File: src/iss_pkg.sv
`default_nettype none

package iss_pkg;

  // Architectural register number
  typedef logic [4:0] reg_addr_t;

  // Data word, also used for PCs
  typedef logic [31:0] word_t;

  // ROB depth is 2**rob_idx_w
  localparam int rob_idx_w = 4;

  typedef logic [rob_idx_w-1:0] rob_slot_t;

  // Execution class, selects the unit an instruction can go to
  typedef enum logic [2:0] {
    cls_alu,
    cls_muldiv,
    cls_mem,
    cls_branch,
    cls_jump
  } inst_class_e;

  // Branch conditions, the ordered ones test A against zero
  typedef enum logic [2:0] {
    cond_always,
    cond_eq,
    cond_ne,
    cond_gt,
    cond_ge,
    cond_lt,
    cond_le
  } branch_cond_e;

  typedef struct packed {
    word_t        pc;
    word_t        inst_word;
    reg_addr_t    a_reg;
    logic         a_reg_valid;
    reg_addr_t    b_reg;
    logic         b_reg_valid;
    reg_addr_t    dest_reg;
    logic         dest_reg_valid;
    inst_class_e  inst_class;
    branch_cond_e branch_cond;
    // Jump target taken from operand A
    logic         reg_target;
    word_t        branch_target;
  } dec_inst_t;

  typedef struct packed {
    dec_inst_t dec_inst;
    rob_slot_t rob_slot;
  } iq_entry_t;

  // ROB answer for one operand
  typedef struct packed {
    word_t value;
    logic  valid;
    logic  present;
  } rob_lookup_t;

  typedef struct packed {
    dec_inst_t inst;
    word_t     a;
    word_t     b;
    rob_slot_t rob_slot;
    logic      valid;
  } issue_op_t;

  // Link write from the branch unit into the ROB
  typedef struct packed {
    rob_slot_t slot;
    word_t     result;
    reg_addr_t dest_reg;
    logic      dest_reg_valid;
    logic      pc_valid;
  } rob_write_t;

endpackage

`default_nettype wire

File: src/iss_operand_read.sv
`default_nettype none

module iss_operand_read #(
  parameter int issue_width = 4
) (
  input  wire iss_pkg::iq_entry_t   entries   [issue_width],
  input  wire iss_pkg::rob_lookup_t rob_a     [issue_width],
  input  wire iss_pkg::rob_lookup_t rob_b     [issue_width],
  input  wire iss_pkg::word_t       rf_data   [2*issue_width],
  output iss_pkg::reg_addr_t        rf_addr   [2*issue_width],
  output iss_pkg::word_t            op_a      [issue_width],
  output iss_pkg::word_t            op_b      [issue_width],
  output logic                      ops_ready [issue_width]
);
  import iss_pkg::*;

  dec_inst_t di      [issue_width];
  logic      a_valid [issue_width];
  logic      b_valid [issue_width];

  for (genvar i = 0; i < issue_width; i++) begin : g_slot
    assign di[i] = entries[i].dec_inst;

    // Even read port carries A, odd read port carries B
    assign rf_addr[2*i]   = di[i].a_reg;
    assign rf_addr[2*i+1] = di[i].b_reg;

    // ROB holds the newer value whenever the register is present there
    assign op_a[i] = rob_a[i].present ? rob_a[i].value : rf_data[2*i];
    assign op_b[i] = rob_b[i].present ? rob_b[i].value : rf_data[2*i+1];

    // Not in the ROB means the register file copy is up to date
    assign a_valid[i] = ~rob_a[i].present | rob_a[i].valid;
    assign b_valid[i] = ~rob_b[i].present | rob_b[i].valid;

    // Operands the instruction does not use never hold it back
    assign ops_ready[i] = (a_valid[i] | ~di[i].a_reg_valid) &
                          (b_valid[i] | ~di[i].b_reg_valid);
  end

endmodule

`default_nettype wire

File: src/iss_dispatch.sv
`default_nettype none

module iss_dispatch #(
  parameter int issue_width = 4,
  parameter int alu_count   = 1
) (
  input  wire iss_pkg::iq_entry_t entries      [issue_width],
  input  wire                     entry_valid  [issue_width],
  input  wire iss_pkg::word_t     op_a         [issue_width],
  input  wire iss_pkg::word_t     op_b         [issue_width],
  input  wire                     ops_ready    [issue_width],
  input  wire                     branch_ready,
  input  wire                     ls_ready,
  input  wire                     alu_ready    [alu_count],
  input  wire                     mul_ready,
  output logic                    consumed     [issue_width],
  output logic                    issue_enable,
  output iss_pkg::issue_op_t      branch_issue,
  output iss_pkg::issue_op_t      ls_issue,
  output iss_pkg::issue_op_t      alu_issue    [alu_count],
  output iss_pkg::issue_op_t      mul_issue
);
  import iss_pkg::*;

  function automatic issue_op_t make_op(iq_entry_t entry, word_t a, word_t b);
    issue_op_t op;
    op.inst     = entry.dec_inst;
    op.a        = a;
    op.b        = b;
    op.rob_slot = entry.rob_slot;
    op.valid    = 1'b1;
    return op;
  endfunction

  // Strictly in-order scan, the first slot that cannot go stops the rest
  always_comb begin : route
    logic                 stop;
    logic                 placed;
    logic                 branch_used;
    logic                 ls_used;
    logic                 mul_used;
    logic [alu_count-1:0] alu_used;
    issue_op_t            op;

    stop        = 1'b0;
    branch_used = 1'b0;
    ls_used     = 1'b0;
    mul_used    = 1'b0;
    alu_used    = '0;

    branch_issue = '0;
    ls_issue     = '0;
    mul_issue    = '0;
    for (int k = 0; k < alu_count; k++) begin
      alu_issue[k] = '0;
    end
    issue_enable = 1'b0;

    for (int i = 0; i < issue_width; i++) begin
      op     = make_op(entries[i], op_a[i], op_b[i]);
      placed = 1'b0;

      if (!stop && entry_valid[i] && ops_ready[i]) begin
        case (entries[i].dec_inst.inst_class)
          cls_branch, cls_jump: begin
            // One branch per cycle
            if (!branch_used && branch_ready) begin
              branch_issue = op;
              branch_used  = 1'b1;
              placed       = 1'b1;
            end
          end
          cls_mem: begin
            if (!ls_used && ls_ready) begin
              ls_issue = op;
              ls_used  = 1'b1;
              placed   = 1'b1;
            end
          end
          cls_muldiv: begin
            if (!mul_used && mul_ready) begin
              mul_issue = op;
              mul_used  = 1'b1;
              placed    = 1'b1;
            end
          end
          cls_alu: begin
            // Lowest free ALU wins
            for (int k = 0; k < alu_count; k++) begin
              if (!placed && !alu_used[k] && alu_ready[k]) begin
                alu_issue[k] = op;
                alu_used[k]  = 1'b1;
                placed       = 1'b1;
              end
            end
            // All ALUs taken, the mul/div unit can run plain ALU ops too
            if (!placed && !mul_used && mul_ready) begin
              mul_issue = op;
              mul_used  = 1'b1;
              placed    = 1'b1;
            end
          end
          default: begin
            placed = 1'b0;
          end
        endcase
      end

      consumed[i]  = placed;
      stop         = stop | ~placed;
      issue_enable = issue_enable | placed;
    end
  end

endmodule

`default_nettype wire

File: src/iss_branch.sv
`default_nettype none

module iss_branch (
  input  wire                     clock,
  input  wire                     reset_n,
  input  wire iss_pkg::issue_op_t branch_issue,
  input  wire                     branch_stall,
  output logic                    branch_ready,
  output iss_pkg::word_t          new_pc,
  output logic                    new_pc_valid,
  output logic                    branch_flush,
  output iss_pkg::rob_slot_t      flush_slot,
  output iss_pkg::rob_write_t     rob_wr,
  output logic                    rob_wr_valid
);
  import iss_pkg::*;

  logic      stall_q;
  logic      capture;
  logic      held_valid;
  issue_op_t held_op;
  issue_op_t act;
  logic      ab_equal;
  logic      a_eqz;
  logic      a_gez;
  logic      a_gtz;
  logic      cond_ok;
  word_t     pc_plus_8;

  // Take a copy of the branch on the first cycle of a fetch stall
  assign capture = branch_stall & ~stall_q;

  always_ff @(posedge clock or negedge reset_n) begin
    if (!reset_n) begin
      stall_q    <= 1'b0;
      held_valid <= 1'b0;
    end else begin
      stall_q <= branch_stall;
      if (capture) begin
        held_valid <= branch_issue.valid;
      end
    end
  end

  always_ff @(posedge clock) begin
    if (capture) begin
      held_op <= branch_issue;
    end
  end

  // No new branch while the held copy is being worked on
  assign branch_ready = ~stall_q;

  always_comb begin
    act = branch_issue;
    if (stall_q) begin
      act       = held_op;
      act.valid = held_valid;
    end
  end

  assign ab_equal = (act.a == act.b);
  assign a_eqz    = (act.a == '0);
  assign a_gez    = ~act.a[31];
  assign a_gtz    = a_gez & ~a_eqz;

  always_comb begin
    case (act.inst.branch_cond)
      cond_always: cond_ok = 1'b1;
      cond_eq:     cond_ok = ab_equal;
      cond_ne:     cond_ok = ~ab_equal;
      cond_gt:     cond_ok = a_gtz;
      cond_ge:     cond_ok = a_gez;
      cond_lt:     cond_ok = ~a_gez;
      cond_le:     cond_ok = ~a_gtz;
      default:     cond_ok = 1'b0;
    endcase
  end

  assign new_pc_valid = act.valid &
                        ((act.inst.inst_class == cls_jump) |
                         ((act.inst.inst_class == cls_branch) & cond_ok));
  assign new_pc = act.inst.reg_target ? act.a : act.inst.branch_target;

  // A held branch already flushed when it was first seen
  assign branch_flush = new_pc_valid & ~stall_q;
  assign flush_slot   = act.rob_slot;

  // Link value skips the branch and its delay slot
  assign pc_plus_8 = act.inst.pc + 32'd8;

  assign rob_wr.slot           = act.rob_slot;
  assign rob_wr.result         = pc_plus_8;
  assign rob_wr.dest_reg       = act.inst.dest_reg;
  assign rob_wr.dest_reg_valid = act.inst.dest_reg_valid;
  assign rob_wr.pc_valid       = new_pc_valid;
  assign rob_wr_valid          = act.valid & ~branch_stall;

endmodule

`default_nettype wire

File: src/iss_top.sv
`default_nettype none

module iss_top #(
  parameter int issue_width = 4,
  parameter int alu_count   = 1
) (
  input  wire                       clock,
  input  wire                       reset_n,

  // Instruction queue head
  input  wire iss_pkg::iq_entry_t   entries      [issue_width],
  input  wire                       entry_valid  [issue_width],
  output logic                      consumed     [issue_width],
  output logic                      issue_enable,

  // ROB lookup and register file read
  input  wire iss_pkg::rob_lookup_t rob_a        [issue_width],
  input  wire iss_pkg::rob_lookup_t rob_b        [issue_width],
  output iss_pkg::reg_addr_t        rf_addr      [2*issue_width],
  input  wire iss_pkg::word_t       rf_data      [2*issue_width],

  // Execution units
  input  wire                       ls_ready,
  input  wire                       alu_ready    [alu_count],
  input  wire                       mul_ready,
  output iss_pkg::issue_op_t        ls_issue,
  output iss_pkg::issue_op_t        alu_issue    [alu_count],
  output iss_pkg::issue_op_t        mul_issue,

  // Fetch redirect and ROB link write
  input  wire                       branch_stall,
  output iss_pkg::word_t            new_pc,
  output logic                      new_pc_valid,
  output logic                      branch_flush,
  output iss_pkg::rob_slot_t        flush_slot,
  output iss_pkg::rob_write_t       rob_wr,
  output logic                      rob_wr_valid
);
  import iss_pkg::*;

  word_t     op_a      [issue_width];
  word_t     op_b      [issue_width];
  logic      ops_ready [issue_width];
  issue_op_t branch_issue;
  logic      branch_ready;

  iss_operand_read #(
    .issue_width (issue_width)
  ) u_operand_read (
    .entries   (entries),
    .rob_a     (rob_a),
    .rob_b     (rob_b),
    .rf_data   (rf_data),
    .rf_addr   (rf_addr),
    .op_a      (op_a),
    .op_b      (op_b),
    .ops_ready (ops_ready)
  );

  iss_dispatch #(
    .issue_width (issue_width),
    .alu_count   (alu_count)
  ) u_dispatch (
    .entries      (entries),
    .entry_valid  (entry_valid),
    .op_a         (op_a),
    .op_b         (op_b),
    .ops_ready    (ops_ready),
    .branch_ready (branch_ready),
    .ls_ready     (ls_ready),
    .alu_ready    (alu_ready),
    .mul_ready    (mul_ready),
    .consumed     (consumed),
    .issue_enable (issue_enable),
    .branch_issue (branch_issue),
    .ls_issue     (ls_issue),
    .alu_issue    (alu_issue),
    .mul_issue    (mul_issue)
  );

  iss_branch u_branch (
    .clock        (clock),
    .reset_n      (reset_n),
    .branch_issue (branch_issue),
    .branch_stall (branch_stall),
    .branch_ready (branch_ready),
    .new_pc       (new_pc),
    .new_pc_valid (new_pc_valid),
    .branch_flush (branch_flush),
    .flush_slot   (flush_slot),
    .rob_wr       (rob_wr),
    .rob_wr_valid (rob_wr_valid)
  );

endmodule

`default_nettype wire

File: config.mk
export PLATFORM = sky130hd
export DESIGN_NAME = iss_top
export DESIGN_NICKNAME = d
export VERILOG_FILES = /design/src/iss_pkg.sv /design/src/iss_operand_read.sv /design/src/iss_dispatch.sv /design/src/iss_branch.sv /design/src/iss_top.sv
export SDC_FILE = /design/constraint.sdc
export NUM_CORES = 2
export LEC_CHECK = 0
export BUFFER_PORTS_ARGS = -buffer_cell sky130_fd_sc_hd__buf_2
export CORE_AREA = 3 3 666 668
export DETAILED_ROUTE_END_ITERATION = 10
export DIE_AREA = 0 0 669 671
export PLACE_DENSITY = 0.3
export SLEW_MARGIN = 10
export SYNTH_ARGS = -nofsm -noshare
export SYNTH_HDL_FRONTEND = slang
export SYNTH_SLANG_ARGS = --single-unit
File: constraint.sdc
create_clock -name clock -period 26.2 [get_ports clock]
set_clock_uncertainty 0.1 [all_clocks]
set_input_delay 5.24 -clock clock [delete_from_list [all_inputs] [get_ports clock]]
set_output_delay 5.24 -clock clock [all_outputs]
set_load 0.02 [all_outputs]
# Yosys cells after proc, flatten, opt, wreduce, memory -nomap -nowiden
# Index checks and enable logic that the tools add are counted.
# classes
addsub	1
n_eq_ne	25
mux	134
bitwise	57
n_reduce_logical	54
# op_table
cell	count
two-way mux 190 bit	49
one-hot mux 190 bit (2 select lines)	4
two-way mux 32 bit	9
two-way mux 1 bit	64
== test 3 x 2 -> 1 bit (second input constant)	11
adder 32 x 4 -> 32 bit (second input constant)	1
== test 32 bit	1
logical NOT 32 bit	1
logical AND 1 bit	26
NOT 1 bit	25
== test 3 bit (second input constant)	8
bitwise OR 1 bit	22
logical NOT 1 bit	18
one-hot mux 1 bit (4 select lines)	4
== test 3 x 1 -> 1 bit (second input constant)	5
logical NOT 3 bit	5
bitwise AND 1 bit	10
OR reduction 2 bit	4
one-hot mux 1 bit (7 select lines)	1
one-hot mux 1 bit (2 select lines)	3
# word_totals
reg_bits	191
out_inout_bits	697
word_cells	288

# Depth between registers and ports, before layout
# logic_depth
ltp_word	48
ltp_mapped	21
ltp_nobuf	16

# Cells and area by module
# From an unflattened synthesis, not the netlist that was laid out.
# unflattened
hier_cells	3943
hier_area_um2	30879.6
# modules_own_cells
mod	instances	cells_each	area_per_inst_um2	seq_area_each_um2
iss_dispatch	1	2991	18337.6	0.0
iss_branch	1	612	7827.5	4404.2
iss_operand_read	1	340	4714.5	0.0

# Worst setup path after synthesis
# No wires, ideal clock.
# synth_path
path_kind	input port to output port
startpoint	input entries[416] (netlist name)
endpoint	output rob_wr[0] (netlist name)
t_arrival_ns	9.554
t_required_ns	20.860
path_slack_ns	11.306
cell_stages	17
path_buffers	5
path_cell_list	buf_6 or4b_4 a31o_1 buf_6 nor4b_4 nand2_2 a2111oi_0 buf_2 buf_2 mux2i_1 nand3_1 nor4_1 nand4_1 mux2_1 a211o_1 nor2_1 buf_4
# synth_between
elab_chain_len	35
elab_cells_between_ends	120
cone_classes	eq/ne: 13; mux: 58; bitwise: 13; reduce/logical: 36
# synth_rtl
item	line	rtl
start, declared	iss_top.sv:11	input wire iss_pkg::iq_entry_t entries [issue_width],
logical NOT 3 bit	iss_dispatch.sv:64	case (entries[i].dec_inst.inst_class)
two-way mux 1 bit	iss_dispatch.sv:64	
two-way mux 1 bit	iss_dispatch.sv:63	if (!stop && entry_valid[i] && ops_ready[i]) begin
logical NOT 1 bit	iss_dispatch.sv:90	if (!placed && !alu_used[k] && alu_ready[k]) begin
logical AND 1 bit	iss_dispatch.sv:90	
two-way mux 1 bit	iss_dispatch.sv:90	
two-way mux 1 bit	iss_dispatch.sv:64	
two-way mux 1 bit	iss_dispatch.sv:63	
[19 not listed]	-	
logical NOT 32 bit	iss_branch.sv:63	assign a_eqz = (act.a == '0);
NOT 1 bit	iss_branch.sv:65	assign a_gtz = a_gez & ~a_eqz;
bitwise AND 1 bit	iss_branch.sv:65	
NOT 1 bit	iss_branch.sv:75	cond_le: cond_ok = ~a_gtz;
one-hot mux 1 bit (7 select lines)	iss_branch.sv:68	case (act.inst.branch_cond)
bitwise AND 1 bit	iss_branch.sv:82	((act.inst.inst_class == cls_branch) & cond_ok));
bitwise OR 1 bit	iss_branch.sv:81	((act.inst.inst_class == cls_jump) |
bitwise AND 1 bit (*)	iss_branch.sv:80	assign new_pc_valid = act.valid &
end, declared	iss_top.sv:36	output iss_pkg::rob_write_t rob_wr,
# Mark *: on every way between the ends. The rest lies on a longest branch, timed or not. The select of a mux whose other input is x is not followed.

==> out/qor.yml <==
outcome: "finished with violations"
violations: "design-rule violations"
clockBufferDepth: 3
fin_area_um2: 45000
min_period_ns: 18.68
layout_commonest_cell: "buf_2"
seq_area_frac_synth: 0.157
wl_per_cell_um: 41.9
ys_async_sr_fraction: 0.0136
clk_pin_slew_worst_paths_ns: 0.07
portBuffers: 1727
grt_pass1_vias: 42600
synth.distinct_cells: 86
fmax_mhz: 53.5
route.met3.wl_um: 38600
hold_buffers: 0
met1_length_um: 172000
critical_path_class: "primary input to output pin"
die_w_um: 669
rows: 243
period_share: 0.713
dieArea_um2: 449000
cts_resized: 0
cp-start-kind: "primary input"
clockRootBuffer: "clkbuf_16"
routed_via_density: 4.02
drc: 9
ys.warnings.count: 0
drv_slew: 0
tns_ns: 0
slew_headroom: 0.0520
die_h_um: 671
drt-pass1-iter-count: 11
htree_levels: 4
final_cell_mix: "buf_2 (1,721), a21oi_1 (511), nor2_1 (500)"
via_count: 45600
tightest_slew_ns: 1.38
cts_sinks: 147
cap_viol_max_count: 0
crit_path_max_fanout: 36
cts_tree: "done"
hold_path_class: "flip-flop to flip-flop"
dp_cells: 11100
hpwl_um: 411000
highest_layer: "met5"
grt_overflow: 0
irDropWorstVdd_mv: 0.0355
post_cts.repair.setup_buffers: 0
final_cells: 11400
layout-drive-gt1-share: 0.403
grt_antenna_before_repair: 402
insertion_delay_ns: 0.55
grt_max_degree: 105
io_pins: 1735
grt_usage: 0.201
fillers: 51700
grt_pass1_wl_um: 572000
syn_inst: 3905
synth_flop_cell: "edfxtp_1"
drt_iter0_markers: 6189
nets: 6415
netlist_area_um2: 28000
power.density_nw_per_um2: 25.2
leakage_nw: 19.1
start_util: 0.0639
globalplace.congestion: 0.945
synth_edf_count: 145
antenna_left: 0
worst_ep_arrival_time_ns: 13.34
worstPathRequired_ns: 20.86
cts_buffers: 25
wl_met2_um: 238000
area_growth_pct: 60.8
grt_setup_unrepaired: "no"
finalHoldViolations: 0
totalPowerFinal_mw: 1.13
ys_seq_elements: 147
drt_wl_total_um: 476000
crit_path_end_kind: "output pin"
core_area_um2: 438000
avgSynthCellArea_um2: 7.16
post_dp_cell_area_um2: 43700
setup_viol: 0
==> worst paths after layout <==
path,start,slack (ns),cells after the start,to
max in group asynchronous,reset_n,21.53,1,u_branch.stall_q
worst min register to register,u_branch.held_valid,0.45,2,u_branch.held_valid
worst max register to register,u_branch.stall_q,19.61,12,u_branch.held_op[95]
worst min-delay path,u_branch.held_valid,0.45,2,u_branch.held_valid
min in group asynchronous,reset_n,4.36,1,u_branch.stall_q
worst max-delay path,rob_b[102],7.52,18,rob_wr[0]
==> worst max-delay path, stage by stage <==
cell,delay (ns)
buf_4,0.20
nand3b_1,0.45
buf_4,0.25
and3_1,0.52
a31oi_1,0.07
or3_1,0.54
nand2_2,0.57
a2111o_2,0.22
buf_4,0.67
buf_4,0.65
mux2i_2,0.67
xnor2_1,0.15
or4_1,0.44
nor4_1,0.46
nand4_1,0.34
mux2_4,0.41
nor2_1,0.88
buf_2,0.40
==> cells by family (layout without fill, tap and decap cells) <==
family,after synthesis,count (layout),synth area share
mux,365,365,0.138
simple gates,1072,1072,0.162
compound gates,1720,1720,0.438
other cells,1,226,0.000134
fa+ha+maj,1,1,0.000447
xor+xnor,83,83,0.0260
flops,147,147,0.157
buf+inv,516,1987,0.0783
==> metal layers <==
layer / up-vias / track usage
met4: 128 / 0.0901
met2: 3185 / 0.362
met1: 22900 / 0.218
met3: 875 / 0.0550
li1: 18500 / -
met5: - / 0
==> layout make-up <==
cell class              count  area [µm²]  area share
repair buffers           1915       10200       0.226
inverters                  39         146     0.00326
flip-flops and latches    147        4410      0.0980
clock buffers              28         637      0.0142
multi-input cells        3248       21800       0.485
diodes                    219         548      0.0122
clock inverters             5        47.5     0.00106
well taps                5757        7200       0.160
==> synth_stat cells (18+ instances only) <==
library cell  instances  share of area
o22ai_1              18         0.0040
a221o_1             119          0.043
a22o_1              240          0.075
edfxtp_1            145           0.16
a21oi_1             517          0.092
buf_4                53          0.014
a21o_1               20         0.0054
a211oi_1             83          0.022
and3_1               27         0.0060
a222oi_1            193          0.069
nand3_1              33         0.0059
a221oi_1            146          0.046
nand2_1             377          0.051
mux2_2              147          0.059
xnor2_1              42          0.013
nor3_1               27         0.0048
and2_1               19         0.0042
o211ai_1             20         0.0054
o21ai_0             257          0.046
nor2_1              506          0.068
mux2i_1             214          0.077
clkbuf_1            375          0.050
xor2_1               41          0.013
inv_1                38         0.0051
buf_1                30         0.0040
a31oi_1              42         0.0094
==> where the power goes <==
part / total (mW) / leakage, nW / internal (mW) / switching (mW)
clock: 0.339 / 0.338 / 0.182 / 0.157
sequential: 0.271 / 1.47 / 0.266 / 0.00505
combinational: 0.525 / 17.3 / 0.152 / 0.374
total: 1.13 / 19.1 / 0.600 / 0.535
==> sequential cells by signal, summed over array words and instances (netlist names) <==
| register | cells |
|---|---|
| u_branch.held_op | 145 |
| u_branch.held_valid | 1 |
| u_branch.stall_q | 1 |
==> stage by stage <==
stage          hold WS, ns  setup WS [ns]  utilization
2_1_floorplan        0.396          11.31            -
3_3_place_gp         0.417           7.11       0.0998
3_5_place_dp         0.441           7.12       0.0999
4_1_cts              0.455           7.10        0.101
5_1_grt              0.506           6.98        0.102
6_report             0.451           7.52        0.103
No activity file was read; power rests on OpenSTA's default activity.
